--- config.mk ---
export PLATFORM = sky130hd
export DESIGN_NAME = mdu_top
export DESIGN_NICKNAME = d
export VERILOG_FILES = /design/src/common/mdu_op_pkg.sv /design/src/common/mdu_data_pkg.sv /design/src/mdu/mdu_operand_stage.sv /design/src/mdu/mdu_result.sv /design/src/mdu/mdu_hilo.sv /design/src/verilog/mdu_top.sv
export SDC_FILE = /design/constraint.sdc
export NUM_CORES = 2
export LEC_CHECK = 0
export BUFFER_PORTS_ARGS = -buffer_cell sky130_fd_sc_hd__buf_2
export CAP_MARGIN = 25
export CORE_MARGIN = 2
export CORE_UTILIZATION = 51
export CTS_CLUSTER_DIAMETER = 80
export DETAILED_ROUTE_END_ITERATION = 8
export GPL_ROUTABILITY_DRIVEN = 0
export GPL_TIMING_DRIVEN = 1
export PLACE_DENSITY = 0.67
export SYNTH_ARGS = -nofsm -noshare
export SYNTH_HDL_FRONTEND = slang
export SYNTH_HIERARCHICAL = 1
export SYNTH_SLANG_ARGS = --single-unit
export TNS_END_PERCENT = 30
--- constraint.sdc ---
create_clock -name clk -period 28.1 [get_ports clk]
set_clock_uncertainty 0.1 [all_clocks]
set_input_delay 4.215 -clock clk [delete_from_list [all_inputs] [get_ports clk]]
set_output_delay 4.215 -clock clk [all_outputs]
set_load 0.1 [all_outputs]
--- src/common/mdu_op_pkg.sv ---
// ALU operation codes seen by the multiply and HI/LO block
// signed / unsigned classification of the multiply operations
`default_nettype none

package mdu_op_pkg;

    localparam int ALUOP_W = 6;

    typedef enum logic [ALUOP_W-1:0] {
        ALU_NOP   = 6'h00,
        ALU_MFHI  = 6'h10,
        ALU_MTHI  = 6'h11,
        ALU_MFLO  = 6'h12,
        ALU_MTLO  = 6'h13,
        ALU_MULT  = 6'h18,
        ALU_MULTU = 6'h19,
        ALU_MUL   = 6'h1c,
        ALU_MADD  = 6'h20,
        ALU_MADDU = 6'h21,
        ALU_MSUB  = 6'h24,
        ALU_MSUBU = 6'h25
    } aluop_e;

    // operations whose operands are two's complement
    function automatic logic is_signed_mult(aluop_e op);
        logic res;
        case (op)
            ALU_MULT,
            ALU_MUL,
            ALU_MADD,
            ALU_MSUB: res = 1'b1;
            default:  res = 1'b0;
        endcase
        return res;
    endfunction

endpackage

`default_nettype wire

--- src/common/mdu_data_pkg.sv ---
// data widths of the multiply path
// HI/LO pair as doubleword or as hi/lo words
// partial product pair layout
`default_nettype none

package mdu_data_pkg;

    localparam int HALF_W  = 16;
    localparam int WORD_W  = 32;
    localparam int DWORD_W = 64;

    typedef struct packed {
        logic [WORD_W-1:0] hi;
        logic [WORD_W-1:0] lo;
    } hilo_words_t;

    // MTHI/MTLO work on the halves, the multiply ops on the whole pair
    typedef union packed {
        logic [DWORD_W-1:0] dword;
        hilo_words_t        half;
    } hilo_u;

    // upper is the term weighted by 2^16 relative to lower
    typedef struct packed {
        logic [WORD_W-1:0] upper;
        logic [WORD_W-1:0] lower;
    } pprod_t;

endpackage

`default_nettype wire

--- src/mdu/mdu_operand_stage.sv ---
// operand stage of the multiply unit
// absolute value and product sign for signed ops,
// four 16x16 partial products and the stage register
`timescale 1ns/1ps
`default_nettype none

module mdu_operand_stage (
    input  wire                                   clk,
    input  wire                                   arst_n_i,
    input  wire                                   valid_i,
    input  mdu_op_pkg::aluop_e                    aluop_i,
    input  wire  [mdu_data_pkg::WORD_W-1:0]       opa_i,
    input  wire  [mdu_data_pkg::WORD_W-1:0]       opb_i,
    input  wire  [mdu_data_pkg::WORD_W-1:0]       alures_i,

    output logic                                  valid_o,
    output mdu_op_pkg::aluop_e                    aluop_o,
    output logic [mdu_data_pkg::WORD_W-1:0]       alures_o,
    output mdu_data_pkg::pprod_t                  mulhi_o,
    output mdu_data_pkg::pprod_t                  mullo_o,
    output logic                                  mul_s_o
);

    import mdu_op_pkg::*;
    import mdu_data_pkg::*;

    logic              sgn_op;
    logic              mul_s;
    logic [WORD_W-1:0] a_mag;
    logic [WORD_W-1:0] b_mag;
    logic [HALF_W-1:0] a_hi;
    logic [HALF_W-1:0] a_lo;
    logic [HALF_W-1:0] b_hi;
    logic [HALF_W-1:0] b_lo;
    pprod_t            mulhi;
    pprod_t            mullo;

    assign sgn_op = is_signed_mult(aluop_i);

    // 0x80000000 stays 0x80000000, which is the right unsigned magnitude
    assign a_mag = (sgn_op && opa_i[WORD_W-1]) ? -opa_i : opa_i;
    assign b_mag = (sgn_op && opb_i[WORD_W-1]) ? -opb_i : opb_i;
    assign mul_s = sgn_op & (opa_i[WORD_W-1] ^ opb_i[WORD_W-1]);

    assign a_hi = a_mag[WORD_W-1:HALF_W];
    assign a_lo = a_mag[HALF_W-1:0];
    assign b_hi = b_mag[WORD_W-1:HALF_W];
    assign b_lo = b_mag[HALF_W-1:0];

    always_comb begin
        mullo.lower = WORD_W'(a_lo) * WORD_W'(b_lo);
        mullo.upper = WORD_W'(a_hi) * WORD_W'(b_lo);
        mulhi.lower = WORD_W'(a_lo) * WORD_W'(b_hi);
        mulhi.upper = WORD_W'(a_hi) * WORD_W'(b_hi);
    end

    always_ff @(posedge clk or negedge arst_n_i) begin
        if (!arst_n_i) begin
            valid_o <= 1'b0;
            aluop_o <= ALU_NOP;
        end else begin
            valid_o <= valid_i;
            aluop_o <= valid_i ? aluop_i : ALU_NOP; // bubble when idle
        end
    end

    always_ff @(posedge clk) begin
        alures_o <= alures_i;
        mulhi_o  <= mulhi;
        mullo_o  <= mullo;
        mul_s_o  <= mul_s;
    end

endmodule

`default_nettype wire

--- src/mdu/mdu_result.sv ---
// result stage of the multiply unit
// product assembly from partial products and sign application
// per-operation HI/LO update and result selection
`timescale 1ns/1ps
`default_nettype none

module mdu_result (
    input  wire                                   valid_i,
    input  mdu_op_pkg::aluop_e                    aluop_i,
    input  wire  [mdu_data_pkg::WORD_W-1:0]       alures_i,
    input  mdu_data_pkg::pprod_t                  mulhi_i,
    input  mdu_data_pkg::pprod_t                  mullo_i,
    input  wire                                   mul_s_i,
    input  mdu_data_pkg::hilo_u                   hilo_i,

    output logic                                  valid_o,
    output logic [mdu_data_pkg::WORD_W-1:0]       alures_o,
    output logic                                  whilo_o,
    output mdu_data_pkg::hilo_u                   hilo_o
);

    import mdu_op_pkg::*;
    import mdu_data_pkg::*;

    localparam int PART_W = WORD_W + HALF_W; // width of each half-product

    logic [PART_W-1:0]  reslo;
    logic [PART_W-1:0]  reshi;
    logic [DWORD_W-1:0] umres;
    logic [DWORD_W-1:0] smres;
    logic               hilo_wr;

    // b_lo * a and b_hi * a, neither can overflow 48 bits
    assign reslo = {{HALF_W{1'b0}}, mullo_i.lower} + {mullo_i.upper, {HALF_W{1'b0}}};
    assign reshi = {{HALF_W{1'b0}}, mulhi_i.lower} + {mulhi_i.upper, {HALF_W{1'b0}}};
    assign umres = {{HALF_W{1'b0}}, reslo} + {reshi, {HALF_W{1'b0}}};
    assign smres = mul_s_i ? -umres : umres;

    assign valid_o = valid_i;
    assign whilo_o = valid_i & hilo_wr;

    always_comb begin
        hilo_wr  = 1'b1;
        hilo_o   = hilo_i;
        alures_o = '0;
        case (aluop_i)
            ALU_MTHI: begin
                hilo_o.half.hi = alures_i;
            end

            ALU_MTLO: begin
                hilo_o.half.lo = alures_i;
            end

            ALU_MULT: begin
                hilo_o.dword = smres;
            end

            ALU_MULTU: begin
                hilo_o.dword = umres;
            end

            ALU_MADD: begin
                hilo_o.dword = hilo_i.dword + smres;
            end

            ALU_MADDU: begin
                hilo_o.dword = hilo_i.dword + umres;
            end

            ALU_MSUB: begin
                hilo_o.dword = hilo_i.dword - smres;
            end

            ALU_MSUBU: begin
                hilo_o.dword = hilo_i.dword - umres;
            end

            ALU_MUL: begin
                hilo_wr  = 1'b0;
                alures_o = smres[WORD_W-1:0]; // low word only, HI/LO untouched
            end

            ALU_MFHI: begin
                hilo_wr  = 1'b0;
                alures_o = hilo_i.half.hi;
            end

            ALU_MFLO: begin
                hilo_wr  = 1'b0;
                alures_o = hilo_i.half.lo;
            end

            default: begin
                hilo_wr  = 1'b0;
                alures_o = alures_i;
            end
        endcase
    end

endmodule

`default_nettype wire

--- src/mdu/mdu_hilo.sv ---
// architectural HI/LO register
// write enable with flush cancel, async reset to a set value
`timescale 1ns/1ps
`default_nettype none

module mdu_hilo #(
    parameter logic [mdu_data_pkg::DWORD_W-1:0] HILO_RST = '0
) (
    input  wire                   clk,
    input  wire                   arst_n_i,
    input  wire                   we_i,
    input  wire                   flush_i,
    input  mdu_data_pkg::hilo_u   hilo_i,

    output mdu_data_pkg::hilo_u   hilo_o
);

    import mdu_data_pkg::*;

    hilo_u hilo_q;
    logic  wr_en;

    assign wr_en = we_i & ~flush_i; // flush drops the write of the result-stage op

    always_ff @(posedge clk or negedge arst_n_i) begin
        if (!arst_n_i) begin
            hilo_q.dword <= HILO_RST;
        end else if (wr_en) begin
            hilo_q <= hilo_i;
        end
    end

    assign hilo_o = hilo_q;

endmodule

`default_nettype wire

--- src/verilog/mdu_top.sv ---
// top level of the multiply and HI/LO block
// operand stage, result stage and HI/LO register
`timescale 1ns/1ps
`default_nettype none

module mdu_top #(
    parameter logic [mdu_data_pkg::DWORD_W-1:0] HILO_RST = '0
) (
    input  wire                                   clk,
    input  wire                                   arst_n_i,
    input  wire                                   valid_i,
    input  mdu_op_pkg::aluop_e                    aluop_i,
    input  wire  [mdu_data_pkg::WORD_W-1:0]       opa_i,
    input  wire  [mdu_data_pkg::WORD_W-1:0]       opb_i,
    input  wire  [mdu_data_pkg::WORD_W-1:0]       alures_i,
    input  wire                                   flush_i,

    output logic                                  valid_o,
    output logic [mdu_data_pkg::WORD_W-1:0]       alures_o,
    output mdu_data_pkg::hilo_u                   hilo_o
);

    import mdu_op_pkg::*;
    import mdu_data_pkg::*;

    logic              s1_valid;
    aluop_e            s1_aluop;
    logic [WORD_W-1:0] s1_alures;
    pprod_t            s1_mulhi;
    pprod_t            s1_mullo;
    logic              s1_mul_s;
    logic              whilo;
    hilo_u             hilo_next;
    hilo_u             hilo_q;

    mdu_operand_stage u_operand_stage (
        .clk      (clk),
        .arst_n_i (arst_n_i),
        .valid_i  (valid_i),
        .aluop_i  (aluop_i),
        .opa_i    (opa_i),
        .opb_i    (opb_i),
        .alures_i (alures_i),
        .valid_o  (s1_valid),
        .aluop_o  (s1_aluop),
        .alures_o (s1_alures),
        .mulhi_o  (s1_mulhi),
        .mullo_o  (s1_mullo),
        .mul_s_o  (s1_mul_s)
    );

    mdu_result u_result (
        .valid_i  (s1_valid),
        .aluop_i  (s1_aluop),
        .alures_i (s1_alures),
        .mulhi_i  (s1_mulhi),
        .mullo_i  (s1_mullo),
        .mul_s_i  (s1_mul_s),
        .hilo_i   (hilo_q),
        .valid_o  (valid_o),
        .alures_o (alures_o),
        .whilo_o  (whilo),
        .hilo_o   (hilo_next)
    );

    mdu_hilo #(
        .HILO_RST (HILO_RST)
    ) u_hilo (
        .clk      (clk),
        .arst_n_i (arst_n_i),
        .we_i     (whilo),
        .flush_i  (flush_i),
        .hilo_i   (hilo_next),
        .hilo_o   (hilo_q)
    );

    assign hilo_o = hilo_q; // committed value, also read back by the result stage

endmodule

`default_nettype wire

**Word-level counts from Yosys, hierarchy flattened**

Index checks and enable logic that the tools add are counted.

- Bits in registers: 232
- Latch bits: 0
- Bits in writable memories: 0
- Memory bits (read-only): 0
- Bits of input ports: 106
- Output and inout port bits: 97
- Word-level logic and storage cells: 61
- Memories: 0

- Add/subtract/negate cells: 10
- Multiply operators: 4
- Divide/modulo/power cells: 0
- Order comparisons: 0
- Equality and inequality tests: 15
- Shift-type cells: 0
- Multiplexer cells: 9
- Bitwise gates (word level): 5
- Reduce and logical (&&, ||, !) cells: 8

Operators with widths:

| cell | number |
|---|---|
| 32-bit case mux with 7 select lines | 2 |
| 64-bit adder | 2 |
| 16-bit by 16-bit multiplier with 32-bit output | 4 |
| 32-bit case mux with 4 select lines | 1 |
| 64-bit subtractor | 2 |
| 32-bit by 48-bit adder with 48-bit output | 2 |
| 48-bit by 64-bit adder with 64-bit output | 1 |
| 32-bit two-way mux | 2 |
| 64-bit two-way mux | 1 |
| 32-bit negator | 2 |
| 64-bit negator | 1 |
| 6-bit by 5-bit == test with 1-bit output, second input constant | 9 |
| 6-bit == test, second input constant | 6 |
| 7-bit nonzero test | 2 |
| 8-bit OR reduction | 1 |
| 6-bit two-way mux | 1 |
| 2-bit AND reduction | 2 |
| 4-bit OR reduction | 1 |
| 1-bit bitwise AND | 3 |
| 1-bit logical AND | 2 |
| 1-bit two-way mux | 2 |
| 1-bit NOT | 1 |
| 1-bit bitwise XOR | 1 |

**Logic depth before layout (Yosys ltp)**

- Word-level depth: 6
- Depth in mapped cells: 48
- Gate-level depth less buffers: 46

**By module**

Netlist, hierarchy kept.

Modules (own cells, without submodules):

| module | times used | cells an instance | area each (um2) | sequential area each (um2) |
|---|---|---|---|---|
| mdu_operand_stage | 1 | 4355 | 38016.5 | 3398.3 |
| mdu_result | 1 | 3756 | 24249.5 | 0.0 |
| mdu_hilo | 1 | 136 | 2701.3 | 1601.5 |

**Worst setup path before layout**

OpenSTA, ideal clock, no wires.

- Path type: input -> register
- Start point: input port opa_i[6] in the netlist's numbering
- End point: register u_operand_stage/mulhi_o[63] in the netlist's numbering
- Library setup time: 0.072 ns
- Data arrival time: 11.893 ns
- Data required time: 27.928 ns
- Slack: 16.035 ns
- Cell stages on the path: 27
- Path buffers: 1
- Cells stage by stage: or4_4 or4_4 nor3_1 and2_1 nor3b_2 a21oi_1 xor2_1 buf_2 nand2_1 fa_1 inv_1 fa_1 fa_1 inv_1 fa_1 fa_1 inv_1 fa_1 ha_1 a21o_1 a21o_1 a21oi_1 o311ai_0 a311oi_1 a21oi_1 a221oi_1 xnor2_1

RTL lines:

| what | RTL line | source |
|---|---|---|
| from (decl) | mdu_top.sv:13 | `input wire [mdu_data_pkg::WORD_W-1:0] opa_i,` |
| to (signal assigned) | mdu_operand_stage.sv:69 | `mulhi_o <= mulhi;` |
| to (decl) | mdu_operand_stage.sv:19 | `output mdu_data_pkg::pprod_t mulhi_o,` |

==> impl_metrics.env <==
export IMPL_ys_warnings_count=6
export IMPL_worstSetupPathType="in -> reg"
export IMPL_die_area_mm2=0.1303
export IMPL_wl_mm=236.2
export IMPL_grt_pass1_vias=60180
export IMPL_syn_inst=8247
export IMPL_regToRegEndpoint="u_hilo/hilo_o[57]$_DFFE_PN0P_"
export IMPL_rr_worst_depth=40
export IMPL_synth_seq_area_share=0.07696
export IMPL_tightest_slew_ns=1.150
export IMPL_slew_limit_headroom=0.2331
export IMPL_nets=9873
export IMPL_syn_nets=9873
export IMPL_initial_utilization=0.5154
export IMPL_finalCriticalPeriod_ns=13.22
export IMPL_dp_cells=9857
export IMPL_postCtsSetupBuffers=0
export IMPL_rsz0062_at_grt="no"
export IMPL_worstSkewPairLatency_ns=0.62
export IMPL_synth_top_area_cell="fa_1"
export IMPL_hold_start="u_hilo/hilo_o[47]$_DFFE_PN0P_"
export IMPL_path_clk_slew_ns=0.06
export IMPL_antenna_left=0
export IMPL_num_rows=130
export IMPL_synth_ff_type="dfxtp_1"
export IMPL_rr_startpoint="u_operand_stage/mullo_o[16]$_DFF_P_"
export IMPL_synth_seq_cells=232
export IMPL_grt_max_degree=73
export IMPL_port_buffers=202
export IMPL_cts_resized=0
export IMPL_status="completed"
export IMPL_antenna_found_initial=6
export IMPL_report_final_slew_viol_count=0
export IMPL_synth_area_leaders="fa_1 24%, ha_1 14%, inv_1 7.0%"
export IMPL_yosysMostFrequentCell="inv_1"
export IMPL_track_usage=0.3568
export IMPL_synth_edf_count=0
export IMPL_htreeDepth=2
export IMPL_grt_overflow_total=0
export IMPL_avgSynthCellArea_um2=7.878
export IMPL_setup_viol=0
export IMPL_synthToLayoutAreaGrowth_pct=6.714
export IMPL_die_h_um=360.9
export IMPL_wl_per_cell_um=23.79
export IMPL_drt_iter0_markers=7786
export IMPL_period_share=0.4706
export IMPL_r2r_slack_ns=16.70
export IMPL_viasPerCell=6.204
export IMPL_fin_cells=9929
export IMPL_dp_hpwl_mm=188.4
export IMPL_hold_viol=0
export IMPL_drive_gt1_frac=0.07711
export IMPL_worstPathMaxFanout=18
export IMPL_worstPathRequired_ns=28.54
export IMPL_cp_arrival_ns=13.66
export IMPL_syn_cell_area_mm2=0.06497
export IMPL_top_level_ports=203
export IMPL_dieWidth_um=360.9
export IMPL_hold_depth=2
export IMPL_numCtsBuffers=36
export IMPL_vias=61600
export IMPL_root_buffer="clkbuf_16"
export IMPL_ctsHoldBuffers=0
export IMPL_max_clock_path_buffers=3
export IMPL_synth_distinct_cells=119
export IMPL_synth_top_cells_by_count="1214 x inv_1, 952 x nor2_1, 843 x nand2_1, 783 x fa_1, 737 x ha_1"
export IMPL_cts_tree="built"
export IMPL_clock_fmax_ghz=0.07563
export IMPL_fin_tns_setup_ns=0
export IMPL_crit_path_start_kind="input pin"
export IMPL_async_reset_ff_frac=0.3060
export IMPL_hold_end="u_hilo/hilo_o[47]$_DFFE_PN0P_"
export IMPL_drt_first_pass_iters=8
export IMPL_whs_ns=0.6798
export IMPL_route_detailed_drc=0
export IMPL_grt_pass1_wl_mm=358.5
export IMPL_min_path_type="reg -> reg"
export IMPL_endpoint_kind="register"
export IMPL_cts_sinks=232
export IMPL_maxCapViolations=0
export IMPL_netlist_area_leader_share=0.2413
export IMPL_core_mm2=0.1261
==> metrics by stage <==
stage,utilization,instance area (µm²),worst slack (ns)
after floorplan,-,64970,16.03
after global placement,0.5396,68020,14.45
after detailed placement,0.5396,68020,14.30
after CTS,0.5497,69290,14.92
after global routing,0.5499,69320,14.55
final,0.5500,69330,14.88
==> flip-flops by register name, indices dropped and copies added, names as in the netlist <==
register and flops:
u_operand_stage/mulhi_o 64, u_operand_stage/mul_s_o 1, u_operand_stage/valid_o 1, u_operand_stage/alures_o 32, u_operand_stage/aluop_o 6, u_hilo/hilo_o 64
u_operand_stage/mullo_o 64
==> worst max-delay path by stage <==
stage,from,to,slack [ns]
3_3_place_gp,aluop_i[3],u_operand_stage/mullo_o[29]$_DFF_P_,14.45
2_1_floorplan,opa_i[6],u_operand_stage/mulhi_o[63]$_DFF_P_,16.03
4_1_cts,aluop_i[3],u_operand_stage/mulhi_o[63]$_DFF_P_,14.92
6_report,opb_i[0],u_operand_stage/mulhi_o[63]$_DFF_P_,14.88
5_1_grt,opb_i[0],u_operand_stage/mulhi_o[63]$_DFF_P_,14.55
3_5_place_dp,aluop_i[3],u_operand_stage/mulhi_o[63]$_DFF_P_,14.30
==> layout make-up <==
class	count	area (µm²)
fillers	11810	56730
diodes	5	12.51
inverters	1222	4587
repair buffers	357	2188
well taps	1650	2064
flip-flops and latches	232	5005
clock inverters	24	315.3
multi-input cells	6398	54210
clock buffers	41	950.9
==> worst max-delay path: stages <==
cell and delay [ns]:
buf_2 0.40, clkinv_1 0.76, ha_1 0.52, nand2b_1 0.21
nor3_1 0.19, and3_1 0.28, a21oi_1 0.32, xor2_1 0.76
nand2_1 0.18, fa_1 0.57, inv_1 0.06, fa_1 0.51
fa_1 0.53, inv_1 0.06, fa_1 0.47, fa_1 0.54
inv_1 0.05, fa_1 0.47, ha_1 0.39, a21o_1 0.21
a21o_1 0.18, a21oi_1 0.21, o311ai_0 0.31, a311oi_1 0.54
a21oi_1 0.18, a221oi_1 0.35, xnor2_1 0.17
==> per-layer routing <==
metal / vias up / wire length [µm] / GRT usage / part of all wire
met5: - / 59 / 0 / 0.00025
met4: 10 / 17510 / 0.2136 / 0.074
met3: 731 / 27380 / 0.08531 / 0.12
met2: 3776 / 100800 / 0.5493 / 0.43
met1: 29660 / 90480 / 0.4547 / 0.38
li1: 27420 / - / - / -
==> cell usage in the layout (no fill, tap or decap), types with 63 or more instances in the layout <==
cell,count
a21o_1,140
dfxtp_1,160
ha_1,737
xnor2_1,358
inv_1,1213
nand2_1,843
a221oi_1,72
o21ai_0,294
o21bai_1,95
a21oi_1,549
buf_2,201
dfrtp_1,70
fa_1,783
buf_4,154
nand3_1,99
nor2_1,951
xor2_1,115
nand2b_1,63
nor3_1,113
==> logic make-up after synthesis <==
group / count (synthesis) / synth area share
simple gates: 2494 / 0.1709
compound gates: 1750 / 0.1793
buf+inv: 1617 / 0.09622
fa+ha+maj: 1520 / 0.3832
xor+xnor: 532 / 0.07291
flops: 232 / 0.07696
mux: 102 / 0.02051
Power is left out: the tool's default activity adds up to more than one toggle a clock period on the data nets, which glitch-free logic cannot reach.
